$ cat config.mk
export PLATFORM = sky130hd
export DESIGN_NAME = ldiDatapath
export DESIGN_NICKNAME = d
export VERILOG_FILES = /design/src/cpuPkg.sv /design/src/ldiDatapath.sv /design/src/apbControl.sv /design/src/offsetAlu.sv /design/src/registerFile.sv /design/src/immediateDecoder.sv
export SDC_FILE = /design/constraint.sdc
export NUM_CORES = 1
export LEC_CHECK = 0
export BUFFER_PORTS_ARGS = -buffer_cell sky130_fd_sc_hd__buf_2
export CORE_MARGIN = 1
export CORE_UTILIZATION = 45
export DETAILED_ROUTE_END_ITERATION = 16
export HOLD_SLACK_MARGIN = 0.05
export PLACE_DENSITY = 0.61
export SETUP_SLACK_MARGIN = 0.15
export SLEW_MARGIN = 20
export SYNTH_ARGS = -nofsm -noshare
export SYNTH_HDL_FRONTEND = slang
export SYNTH_SLANG_ARGS = --single-unit
$ cat constraint.sdc
create_clock -name Clock -period 10.6 [get_ports Clock]
set_input_delay 0.53 -clock Clock [delete_from_list [all_inputs] [get_ports Clock]]
set_output_delay 0.53 -clock Clock [all_outputs]
set_load 0.01 [all_outputs]
$ cat src/cpuPkg.sv
// Word, index and opcode types, instruction field positions, opcodes, APB address map
package cpuPkg;

   // Data and register sizes
   localparam int DataWidth = 32;
   localparam int RegCount = 16;
   localparam int RegIdxWidth = 4;
   localparam int OpWidth = 5;
   localparam int AddrWidth = 8;

   typedef logic [DataWidth-1:0] wordT;
   typedef logic [RegIdxWidth-1:0] regIdxT;
   typedef logic [OpWidth-1:0] opcodeT;
   typedef logic [AddrWidth-1:0] paddrT;

   // Instruction word layout
   localparam int OpMsb = 31;
   localparam int OpLsb = 27;
   localparam int RaMsb = 26;
   localparam int RaLsb = 23;
   localparam int RbMsb = 22;
   localparam int RbLsb = 19;
   localparam int ImmWidth = 19;

   // Immediate-group opcodes
   localparam opcodeT OpLdi = 5'b00100;
   localparam opcodeT OpAddi = 5'b00101;
   localparam opcodeT OpAndi = 5'b00110;
   localparam opcodeT OpOri = 5'b00111;

   // APB address map, register n at AddrRegBase + 4*n
   localparam paddrT AddrInstr = 8'h00;
   localparam paddrT AddrRegBase = 8'h40;
   localparam paddrT AddrRegEnd = 8'h80;

endpackage
$ cat src/ldiDatapath.sv
// Top level of the immediate-group execution slice
module ldiDatapath (
   input  logic          Clock,
   input  logic          rst,
   input  logic          pSel,
   input  logic          pEnable,
   input  logic          pWrite,
   input  cpuPkg::paddrT pAddr,
   input  cpuPkg::wordT  pWData,
   output cpuPkg::wordT  pRData,
   output logic          pReady,
   output logic          pSlvErr
);

   cpuPkg::wordT   instr;
   cpuPkg::opcodeT op;
   cpuPkg::regIdxT ra;
   cpuPkg::regIdxT rb;
   cpuPkg::wordT   imm;
   logic           baMode;
   logic           illegalOp;
   cpuPkg::wordT   operand;
   cpuPkg::wordT   result;
   logic           aluLoad;
   logic           wbEn;
   logic           hostWe;
   cpuPkg::regIdxT hostIdx;
   cpuPkg::wordT   hostWData;
   cpuPkg::wordT   hostRData;

   apbControl control (
      .Clock(Clock), .rst(rst), .pSel(pSel), .pEnable(pEnable), .pWrite(pWrite),
      .pAddr(pAddr), .pWData(pWData), .hostRData(hostRData), .illegalOp(illegalOp),
      .pRData(pRData), .pReady(pReady), .pSlvErr(pSlvErr), .instr(instr),
      .hostWe(hostWe), .hostIdx(hostIdx), .hostWData(hostWData),
      .aluLoad(aluLoad), .wbEn(wbEn)
   );

   // Immediate-side path
   immediateDecoder decoder (
      .instr(instr), .op(op), .ra(ra), .rb(rb), .imm(imm),
      .baMode(baMode), .illegalOp(illegalOp)
   );

   // Register-side path
   registerFile regFile (
      .Clock(Clock), .rst(rst), .rb(rb), .baMode(baMode), .ra(ra), .wbEn(wbEn),
      .result(result), .hostWe(hostWe), .hostIdx(hostIdx), .hostWData(hostWData),
      .operand(operand), .hostRData(hostRData)
   );

   offsetAlu alu (
      .Clock(Clock), .rst(rst), .op(op), .operand(operand), .imm(imm),
      .aluLoad(aluLoad), .result(result)
   );

endmodule

$ cat src/apbControl.sv
// APB slave with instruction register, execution FSM, wait states, errors and read mux
module apbControl (
   input  logic           Clock,
   input  logic           rst,
   input  logic           pSel,
   input  logic           pEnable,
   input  logic           pWrite,
   input  cpuPkg::paddrT  pAddr,
   input  cpuPkg::wordT   pWData,
   input  cpuPkg::wordT   hostRData,
   input  logic           illegalOp,
   output cpuPkg::wordT   pRData,
   output logic           pReady,
   output logic           pSlvErr,
   output cpuPkg::wordT   instr,
   output logic           hostWe,
   output cpuPkg::regIdxT hostIdx,
   output cpuPkg::wordT   hostWData,
   output logic           aluLoad,
   output logic           wbEn
);

   typedef enum logic [1:0] {
      Idle,
      Exec,
      WriteBack,
      Done
   } stateT;

   stateT         state;
   logic          access;
   logic          instrHit;
   logic          regHit;
   logic          unmapped;
   logic          instrWrite;
   cpuPkg::paddrT regOffset;

   // Address decode
   assign access = pSel && pEnable;
   assign instrHit = (pAddr == cpuPkg::AddrInstr);
   assign regHit = (pAddr >= cpuPkg::AddrRegBase) && (pAddr < cpuPkg::AddrRegEnd) &&
                   (pAddr[1:0] == 2'b00);
   assign unmapped = !instrHit && !regHit;
   assign instrWrite = access && pWrite && instrHit;

   assign regOffset = pAddr - cpuPkg::AddrRegBase;
   assign hostIdx = regOffset[cpuPkg::RegIdxWidth+1:2];
   assign hostWData = pWData;

   // Register writes complete in the first access cycle
   assign hostWe = (state == Idle) && access && pWrite && regHit;

   // Instruction register and execution sequence
   always_ff @(posedge Clock) begin
      if (rst) begin
         state <= Idle;
         instr <= '0;
      end else begin
         case (state)
            Idle: begin
               if (instrWrite) begin
                  instr <= pWData;
                  state <= Exec;
               end
            end
            Exec: state <= WriteBack;
            WriteBack: state <= Done;
            default: state <= Idle;
         endcase
      end
   end

   // Decoder output is stable one cycle after the load
   assign aluLoad = (state == Exec) && !illegalOp;
   assign wbEn = (state == WriteBack) && !illegalOp;

   // Zero wait states except for instruction writes
   assign pReady = ((state == Idle) && access && !instrWrite) || (state == Done);
   assign pSlvErr = ((state == Idle) && access && unmapped) ||
                    ((state == Done) && illegalOp);

   // Read data mux
   always_comb begin
      if (instrHit) begin
         pRData = instr;
      end else if (regHit) begin
         pRData = hostRData;
      end else begin
         pRData = '0;
      end
   end

endmodule

$ cat src/offsetAlu.sv
// ALU for the immediate group with its result register
module offsetAlu (
   input  logic           Clock,
   input  logic           rst,
   input  cpuPkg::opcodeT op,
   input  cpuPkg::wordT   operand,
   input  cpuPkg::wordT   imm,
   input  logic           aluLoad,
   output cpuPkg::wordT   result
);

   cpuPkg::wordT aluOut;

   // ldi and addi share the adder
   always_comb begin
      case (op)
         cpuPkg::OpLdi,
         cpuPkg::OpAddi: aluOut = operand + imm;
         cpuPkg::OpAndi: aluOut = operand & imm;
         cpuPkg::OpOri: aluOut = operand | imm;
         default: aluOut = '0;
      endcase
   end

   // Result register, one cycle after aluLoad
   always_ff @(posedge Clock) begin
      if (rst) begin
         result <= '0;
      end else if (aluLoad) begin
         result <= aluOut;
      end
   end

endmodule

$ cat src/registerFile.sv
// Sixteen general registers with operand read, host read/write and write-back ports
module registerFile (
   input  logic           Clock,
   input  logic           rst,
   input  cpuPkg::regIdxT rb,
   input  logic           baMode,
   input  cpuPkg::regIdxT ra,
   input  logic           wbEn,
   input  cpuPkg::wordT   result,
   input  logic           hostWe,
   input  cpuPkg::regIdxT hostIdx,
   input  cpuPkg::wordT   hostWData,
   output cpuPkg::wordT   operand,
   output cpuPkg::wordT   hostRData
);

   cpuPkg::wordT regs [cpuPkg::RegCount];
   logic         rbIsZero;

   // Write-back and host writes never overlap
   always_ff @(posedge Clock) begin
      if (rst) begin
         for (int i = 0; i < cpuPkg::RegCount; i++) begin
            regs[i] <= '0;
         end
      end else if (wbEn) begin
         regs[ra] <= result;
      end else if (hostWe) begin
         regs[hostIdx] <= hostWData;
      end
   end

   assign rbIsZero = (rb == '0);

   // Base-address rule: R0 reads as zero for ldi
   always_comb begin
      if (baMode && rbIsZero) begin
         operand = '0;
      end else begin
         operand = regs[rb];
      end
   end

   // Host read port
   assign hostRData = regs[hostIdx];

endmodule

$ cat src/immediateDecoder.sv
// Instruction field extraction, constant sign extension and opcode checks
module immediateDecoder (
   input  cpuPkg::wordT   instr,
   output cpuPkg::opcodeT op,
   output cpuPkg::regIdxT ra,
   output cpuPkg::regIdxT rb,
   output cpuPkg::wordT   imm,
   output logic           baMode,
   output logic           illegalOp
);

   logic [cpuPkg::ImmWidth-1:0] rawImm;

   assign op = instr[cpuPkg::OpMsb:cpuPkg::OpLsb];
   assign ra = instr[cpuPkg::RaMsb:cpuPkg::RaLsb];
   assign rb = instr[cpuPkg::RbMsb:cpuPkg::RbLsb];

   // 19-bit constant, sign bit replicated upward
   assign rawImm = instr[cpuPkg::ImmWidth-1:0];
   assign imm = {{(cpuPkg::DataWidth - cpuPkg::ImmWidth){rawImm[cpuPkg::ImmWidth-1]}}, rawImm};

   // Only ldi treats Rb as a base address
   assign baMode = (op == cpuPkg::OpLdi);

   always_comb begin
      case (op)
         cpuPkg::OpLdi,
         cpuPkg::OpAddi,
         cpuPkg::OpAndi,
         cpuPkg::OpOri: illegalOp = 1'b0;
         default: illegalOp = 1'b1;
      endcase
   end

endmodule

==> qor.csv, run 1 <==
stage;metric;value;unit
status;outcome;complete, no violations;
timing;rsz0062_at_grt;false;
drt;via_count;22617;
layout;fraction_of_layout_cells_with_a_size_suffix_above_1;0.238;
cts;tritoncts_clock_tree;built;
timing;maxSlewViolCount;0;
synthesis;number_of_enable_flip_flop_cells_after_synthesis;512;
grt;initial_antenna_violation_count;2;
drt;drcViolationCount;0;
setup_path;critPathCaptureType;register;
synthesis;synth_async_sr_flop_share;0;
grt;globalRouteTotalUtil;0.279;
setup_path;crit_type;register to register;
timing;final_hold_viol_count;0;
timing;fin_ws;5.07;ns
cts;clk_root_buffer_cell;clkbuf_16;
drt;drt_pre_antenna_iters;5;
place;finalWeightedCongestion;0.935;
setup_path;timing.reg2reg.worst_path_depth;12;
synthesis;postSynthAreaPerCell;12.8;um^2
job;cap_viol_max_count;0;
cts;worst_setup_hold_path_clk_slew;0.07;ns
cts;ctsLongestPathBuffers;3;
cts;ctsHtreeMaxLevel;2;
cts;cts_setup_buffers;0;
grt;grt_max_degree;72;
synthesis;synthDistinctLibCells;61;
layout;final_core_utilization;0.505;
place;post_dp_cell_area;0.0334;mm^2
layout;finalInstanceArea;0.0355;mm^2
place;detailed_place_hpwl;65600;um
setup_path;critical_path_required;11.13;ns
floorplan;start_util;0.457;
synthesis;yosysSeqAreaShare;0.522;
cts;cts_hold_buffers;0;
floorplan;die_width;269;um
floorplan;height_of_the_chip;269;um
synthesis;synth_top_cells_by_area;edfxtp_1, mux4_2, nor2_1, dfxtp_1, ha_1;
cts;worstSkewPairLatency;0.66;ns
hold_path;worst_hold_path.num_cells;3;
layout;seqCellArea;0.0168;mm^2
drt;totalWireLength;102000;um
layout;design.final.nets;2603;
timing;period_minus_slack;5.53;ns
drt;detailedRoute.firstIterationViolations;3210;
layout;num_antenna_cells;0;
timing;worstMarginPinSlew;1.10;ns
drt;postRouteAntennaNets;0;
synthesis;synth_nets;2623;
floorplan;design.core.area;0.0703;mm^2
synthesis;synth.most_common_cell;nor2_1;
timing;maxClockFrequency;181;MHz
timing;fin_worst_skew;0.0380;ns
place;dpl_worst_slack;4.99;ns
drt;routed_wire_length_per_instance;29.3;um
grt;gr-total-overflow;0;
grt;grt_pass1_vias;21948;
synthesis;yosys.area.top_type;edfxtp_1;
synthesis;ys_dominant_reg_cell;edfxtp_1;
floorplan;design.die.area;0.0724;mm^2
floorplan;rows;97;
floorplan;io-pin-count;79;
cts;cts_sinks;582;
cts;tritoncts.num_buffers;61;
power;irDropWorstVdd;0.000144;V
setup_path;startpoint_type_of_the_worst_setup_path;register;
timing;finalSetupTns;0;ns
timing;slew-limit-headroom;0.254;
synthesis;netlist_instances;2505;
hold_path;holdCritPathClass;input port to register;
setup_path;worstPathMaxFanout;47;
synthesis;yosys_warnings;0;
layout;areaGrowthSynthToFinish;10.6;%
layout;filler_cell_count;5855;
drt;vias_per_cell;6.50;
timing;setup-violations-final;0;
synthesis;ff_latch_count_synth;582;
setup_path;crit_arrival;6.06;ns
synthesis;synth.top_cell.area_share;0.479;
place;place.port_buffers;78;
grt;global_route_wire_length_before_repair;150000;um
synthesis;netlist_area_before_placement;0.0321;mm^2
power;power-per-cell-area;145;mW/mm^2
power;p_leak;11.6;nW
timing;finalCritPeriodShare;0.522;
layout;multi_input_comb_area;0.0145;mm^2
cts;post_cts_gate_resize_count;0;
synthesis;synth.top_cells.by_count;nor2_1, edfxtp_1, mux4_2;
## final timing paths
path	from	endpoint	slack (ns)
max	register	alu.result[20]	5.07
max reg2reg	register	alu.result[20]	5.07
min	pWData[5]	control.instr[5]	0.14
min reg2reg	control.instr[29]	control.instr[29]	0.48
## stage by stage
step / hold slack (ns) / total power (W) / std cells
2_1_floorplan: 0.443 / 0.00285 / 2505
3_3_place_gp: 0.463 / 0.00297 / 3360
3_5_place_dp: 0.470 / 0.00298 / 3361
4_1_cts: 0.130 / 0.00514 / 3477
5_1_grt: 0.153 / 0.00525 / 3478
6_report: 0.140 / 0.00513 / 3478
## worst max-delay path, cell delays in order (launching register included)
cell,delay [ns]
dfxtp_4,0.76
buf_4,0.85
mux4_2,0.60
mux2_2,0.27
o211ai_1,0.33
ha_1,0.32
nand4_1,0.24
nor4_1,0.94
or2_2,0.31
o2111ai_1,0.15
a21o_1,0.21
nor3b_1,0.13
nor4_1,0.25
## final cells by class
cell class                 instances  area share
tap                              940      0.0331
clock buffer                      86      0.0474
multi-input combinational       1646       0.407
sequential                       582       0.473
clock inverter                    30     0.00892
inverter                          60     0.00634
timing repair buffer             134      0.0240
## metal layers
metal / GRT usage / wire length (um) / up-vias
li1: - / - / 9428
met1: 0.409 / 40700 / 11563
met2: 0.419 / 46200 / 1465
met3: 0.0631 / 12600 / 157
met4: 0.0705 / 2280 / 4
met5: 0 / 27 / -
## where the power goes
part	internal [W]	switching (W)	total [W]
registers	0.00256	0.0000359	0.00259
clock network	0.00125	0.000940	0.00219
logic	0.000147	0.000203	0.000350
total	0.00395	0.00118	0.00513
## logic make-up (layout without fill, tap and decap cells)
group	count (synthesis)	after routing	share of synthesized area
compound gates	300	300	0.0646
buf+inv	277	310	0.0342
xor+xnor	14	14	0.00382
simple gates	866	866	0.110
flops	582	582	0.522
mux	393	393	0.236
fa+ha+maj	73	73	0.0287
## placed cells by master (no fill, tap or decap), types with 54 or more instances in the layout
cell type | netlist | final
a21oi_1 | 86 | 86
buf_2 | 36 | 76
inv_1 | 60 | 60
dfxtp_1 | 70 | 66
edfxtp_1 | 512 | 512
mux2i_1 | 72 | 57
nand2_1 | 161 | 145
clkbuf_16 | 0 | 63
buf_4 | 4 | 54
nor2_1 | 577 | 576
ha_1 | 72 | 72
mux4_2 | 288 | 288
## flip-flops by register name, summed over array words and instances, names as in the netlist, named ones only
register	count
control.state	2
alu.result	32
regFile.regs	512
control.instr	32
Power figures use the tool's default switching activity.
==> run 2: changes to the inputs <==
==> constraint.sdc (replaced) <==
create_clock -name Clock -period 5.6 [get_ports Clock]
set_input_delay 0.28 -clock Clock [delete_from_list [all_inputs] [get_ports Clock]]
set_output_delay 0.28 -clock Clock [all_outputs]
set_load 0.01 [all_outputs]
==> run 2 against run 1 <==
  * Worst setup slack worse by 4.6 ns
  * Flip-flop and latch count unchanged
  * Final area up 1.9%
  * Highest routed layer unchanged
==> qor.csv, run 2 (synthesis gave the netlist of run 1 again) <==
stage;metric;value;unit;change
layout;largestRegisters;regFile.regs x512, alu.result x32, control.instr x32;;
floorplan;design.die.area;0.0724;mm^2;unchanged
power;power-per-cell-area;266;mW/mm^2;+84%
hold_path;worst_hold_path.endpoint;control.state[0];;
floorplan;design.core.area;0.0703;mm^2;unchanged
floorplan;io-pin-count;79;;unchanged
drt;vias_per_cell;6.56;;+0.86%
drt;routed_wire_length_per_instance;31.2;um;+6.7%
timing;maxClockFrequency;194;MHz;+7.5%
setup_path;slowest_delay;0.67;ns;-0.27 ns
place;detailed_place_hpwl;69500;um;+6.0%
setup_path;critPathTopFamily;compound AO/OA/AOI/OAI gates;;
setup_path;cp_slowest_cell;a221oi_1;;
setup_path;worstPathBufferInverterCount;3;;+2
grt;initial_antenna_violation_count;4;;+2
grt;global_route_wire_length_before_repair;161000;um;+7.1%
grt;grt.met3_usage;0.0668;;+0.00365
grt;grtUsageMet1;0.411;;+0.00181
floorplan;die_width;269;um;unchanged
timing;slew-limit-headroom;0.220;;-0.0341
status;outcome;complete, no violations;;
layout;largest_register_ffs;512;;unchanged
floorplan;rows;97;;unchanged
cts;cts_setup_buffers;0;;unchanged
layout;design.final.nets;2691;;+3.4%
job;cap_viol_max_count;0;;unchanged
setup_path;timing.reg2reg.worst_path_depth;14;;+2
cts;worstSkewPairLatency;0.63;ns;-0.03 ns
setup_path;worstPathMaxFanout;34;;-28%
timing;period_minus_slack;5.15;ns;-0.384 ns
setup_path;crit_type;register to register;;
layout;registers.top_by_ff_count;regFile.regs;;
setup_path;crit_arrival;5.66;ns;-0.40 ns
timing;finalSetupTns;0;ns;unchanged
timing;fin_worst_skew;0.0186;ns;-0.0194 ns
power;irDropWorstVdd;0.000223;V;+55%
layout;filler_cell_count;5957;;+1.7%
cts;worst_setup_hold_path_clk_slew;0.07;ns;about the same
drt;totalWireLength;111000;um;+9.2%
cts;tritoncts.num_buffers;60;;-1.6%
layout;mostFrequentLayoutCell;nor2_1;;
floorplan;height_of_the_chip;269;um;unchanged
setup_path;regToRegEndpoint;alu.result[31];;
floorplan;start_util;0.457;;unchanged
cts;cts_sinks;582;;unchanged
grt;globalRouteTotalUtil;0.306;;+0.0276
grt;grt_pass1_vias;23183;;+5.6%
cts;clk_root_buffer_cell;clkbuf_16;;
drt;via_count;23363;;+3.3%
place;finalWeightedCongestion;0.981;;+4.8%
drt;drcViolationCount;0;;unchanged
timing;setup-violations-final;0;;unchanged
grt;busiest_layer;met2;;
timing;finalCritPeriodShare;0.919;;+0.397
cts;ctsHtreeMaxLevel;2;;unchanged
layout;finalNonFillerCells;3562;;+2.4%
grt;grt_max_degree;75;;+4.2%
layout;areaGrowthSynthToFinish;12.6;%;
place;dpl_cells;3419;;+1.7%
drt;postRouteAntennaNets;0;;unchanged
setup_path;critPathCaptureType;register;;
grt;gr-total-overflow;0;;unchanged
grt;grtUsageMet2;0.490;;+0.0705
drt;drt_pre_antenna_iters;7;;+2
hold_path;holdCritPathClass;input port to register;;
cts;ctsLongestPathBuffers;3;;unchanged
timing;maxSlewViolCount;0;;unchanged
hold_path;worst_hold_path.num_cells;5;;+2
power;total_power;0.00961;W;+87%
layout;mostFrequentLayoutCells;nor2_1, edfxtp_1, mux4_2;;
timing;worstMarginPinSlew;1.15;ns;+0.0502 ns
cts;tritoncts_clock_tree;built;;
timing;rsz0062_at_grt;false;;
layout;fraction_of_layout_cells_with_a_size_suffix_above_1;0.249;;+0.0108
setup_path;cp_cell_sequence;buf_12 -> buf_4 -> mux4_2 -> mux2_2 -> o211ai_1 -> inv_1 -> ha_1 -> a21oi_1 -> nand2_1 -> a221oi_1 -> a31oi_1 -> o2111ai_1 -> a21oi_1 -> or3b_2;;
cts;post_cts_gate_resize_count;0;;unchanged
power;p_leak;12.0;nW;+3.1%
setup_path;path_common_cell;a21oi_1;;
setup_path;critical_path_required;6.11;ns;-5.02 ns
timing;final_hold_viol_count;0;;unchanged
drt;detailedRoute.firstIterationViolations;3464;;+7.9%
setup_path;startpoint_type_of_the_worst_setup_path;register;;
cts;cts_hold_buffers;32;;+32
setup_path;ff2ff_setup_slack;0.45;ns;-4.62 ns
hold_path;min_from;pEnable;;
place;place.port_buffers;78;;unchanged
==> run 2: stage by stage <==
step	util	hold WS [ns]	setup WS [ns]	area, um^2
after CTS	0.514	0.122	0.516	36200
after detailed placement	0.483	0.460	0.511	33900
after floorplan	-	0.416	1.43	32100
after global placement	0.482	0.453	0.536	33900
after global routing	0.515	0.163	0.368	36200
final	0.515	0.171	0.455	36200
==> run 2: worst max-delay path by stage <==
stage,from,end,slack [ns],depth (start not counted)
5_1_grt,register,alu.result[31],0.37,14
4_1_cts,register,alu.result[31],0.52,14
3_5_place_dp,register,alu.result[31],0.51,14
2_1_floorplan,register,alu.result[26],1.43,15
6_report,register,alu.result[31],0.45,14
3_3_place_gp,register,alu.result[31],0.54,14
==> run 2: tightest hold or removal path, delay by kind of cell <==
kind                   cells  cell delay, ns
buffers and inverters      1            0.11
AND/OR/NAND/NOR            3            0.22
AO/OA/AOI/OAI              1            0.13
==> run 2: report_power, final <==
| part | total, W | internal [W] | switching, W |
|---|---|---|---|
| Combinational | 0.000711 | 0.000302 | 0.000409 |
| Clock | 0.00400 | 0.00224 | 0.00176 |
| Sequential | 0.00490 | 0.00483 | 0.0000646 |
| Total | 0.00961 | 0.00738 | 0.00223 |
==> run 2: area by class of cell <==
class                      instances  area [um^2]  area share
sequential                       582        16800       0.464
multi-input combinational       1646        14400       0.398
timing repair buffer             223         1680      0.0465
clock buffer                      80         1610      0.0444
tap                              940         1180      0.0325
clock inverter                    30          298     0.00823
inverter                          60          225     0.00623
antenna                            1         2.50   0.0000692
==> run 2: layer usage <==
metal | vias up | wire (um) | part of all wire
met4 | 4 | 4650 | 0.042
li1 | 9604 | - | -
met3 | 256 | 13200 | 0.12
met5 | - | 21 | 0.00019
met1 | 11944 | 40900 | 0.37
met2 | 1555 | 52400 | 0.47
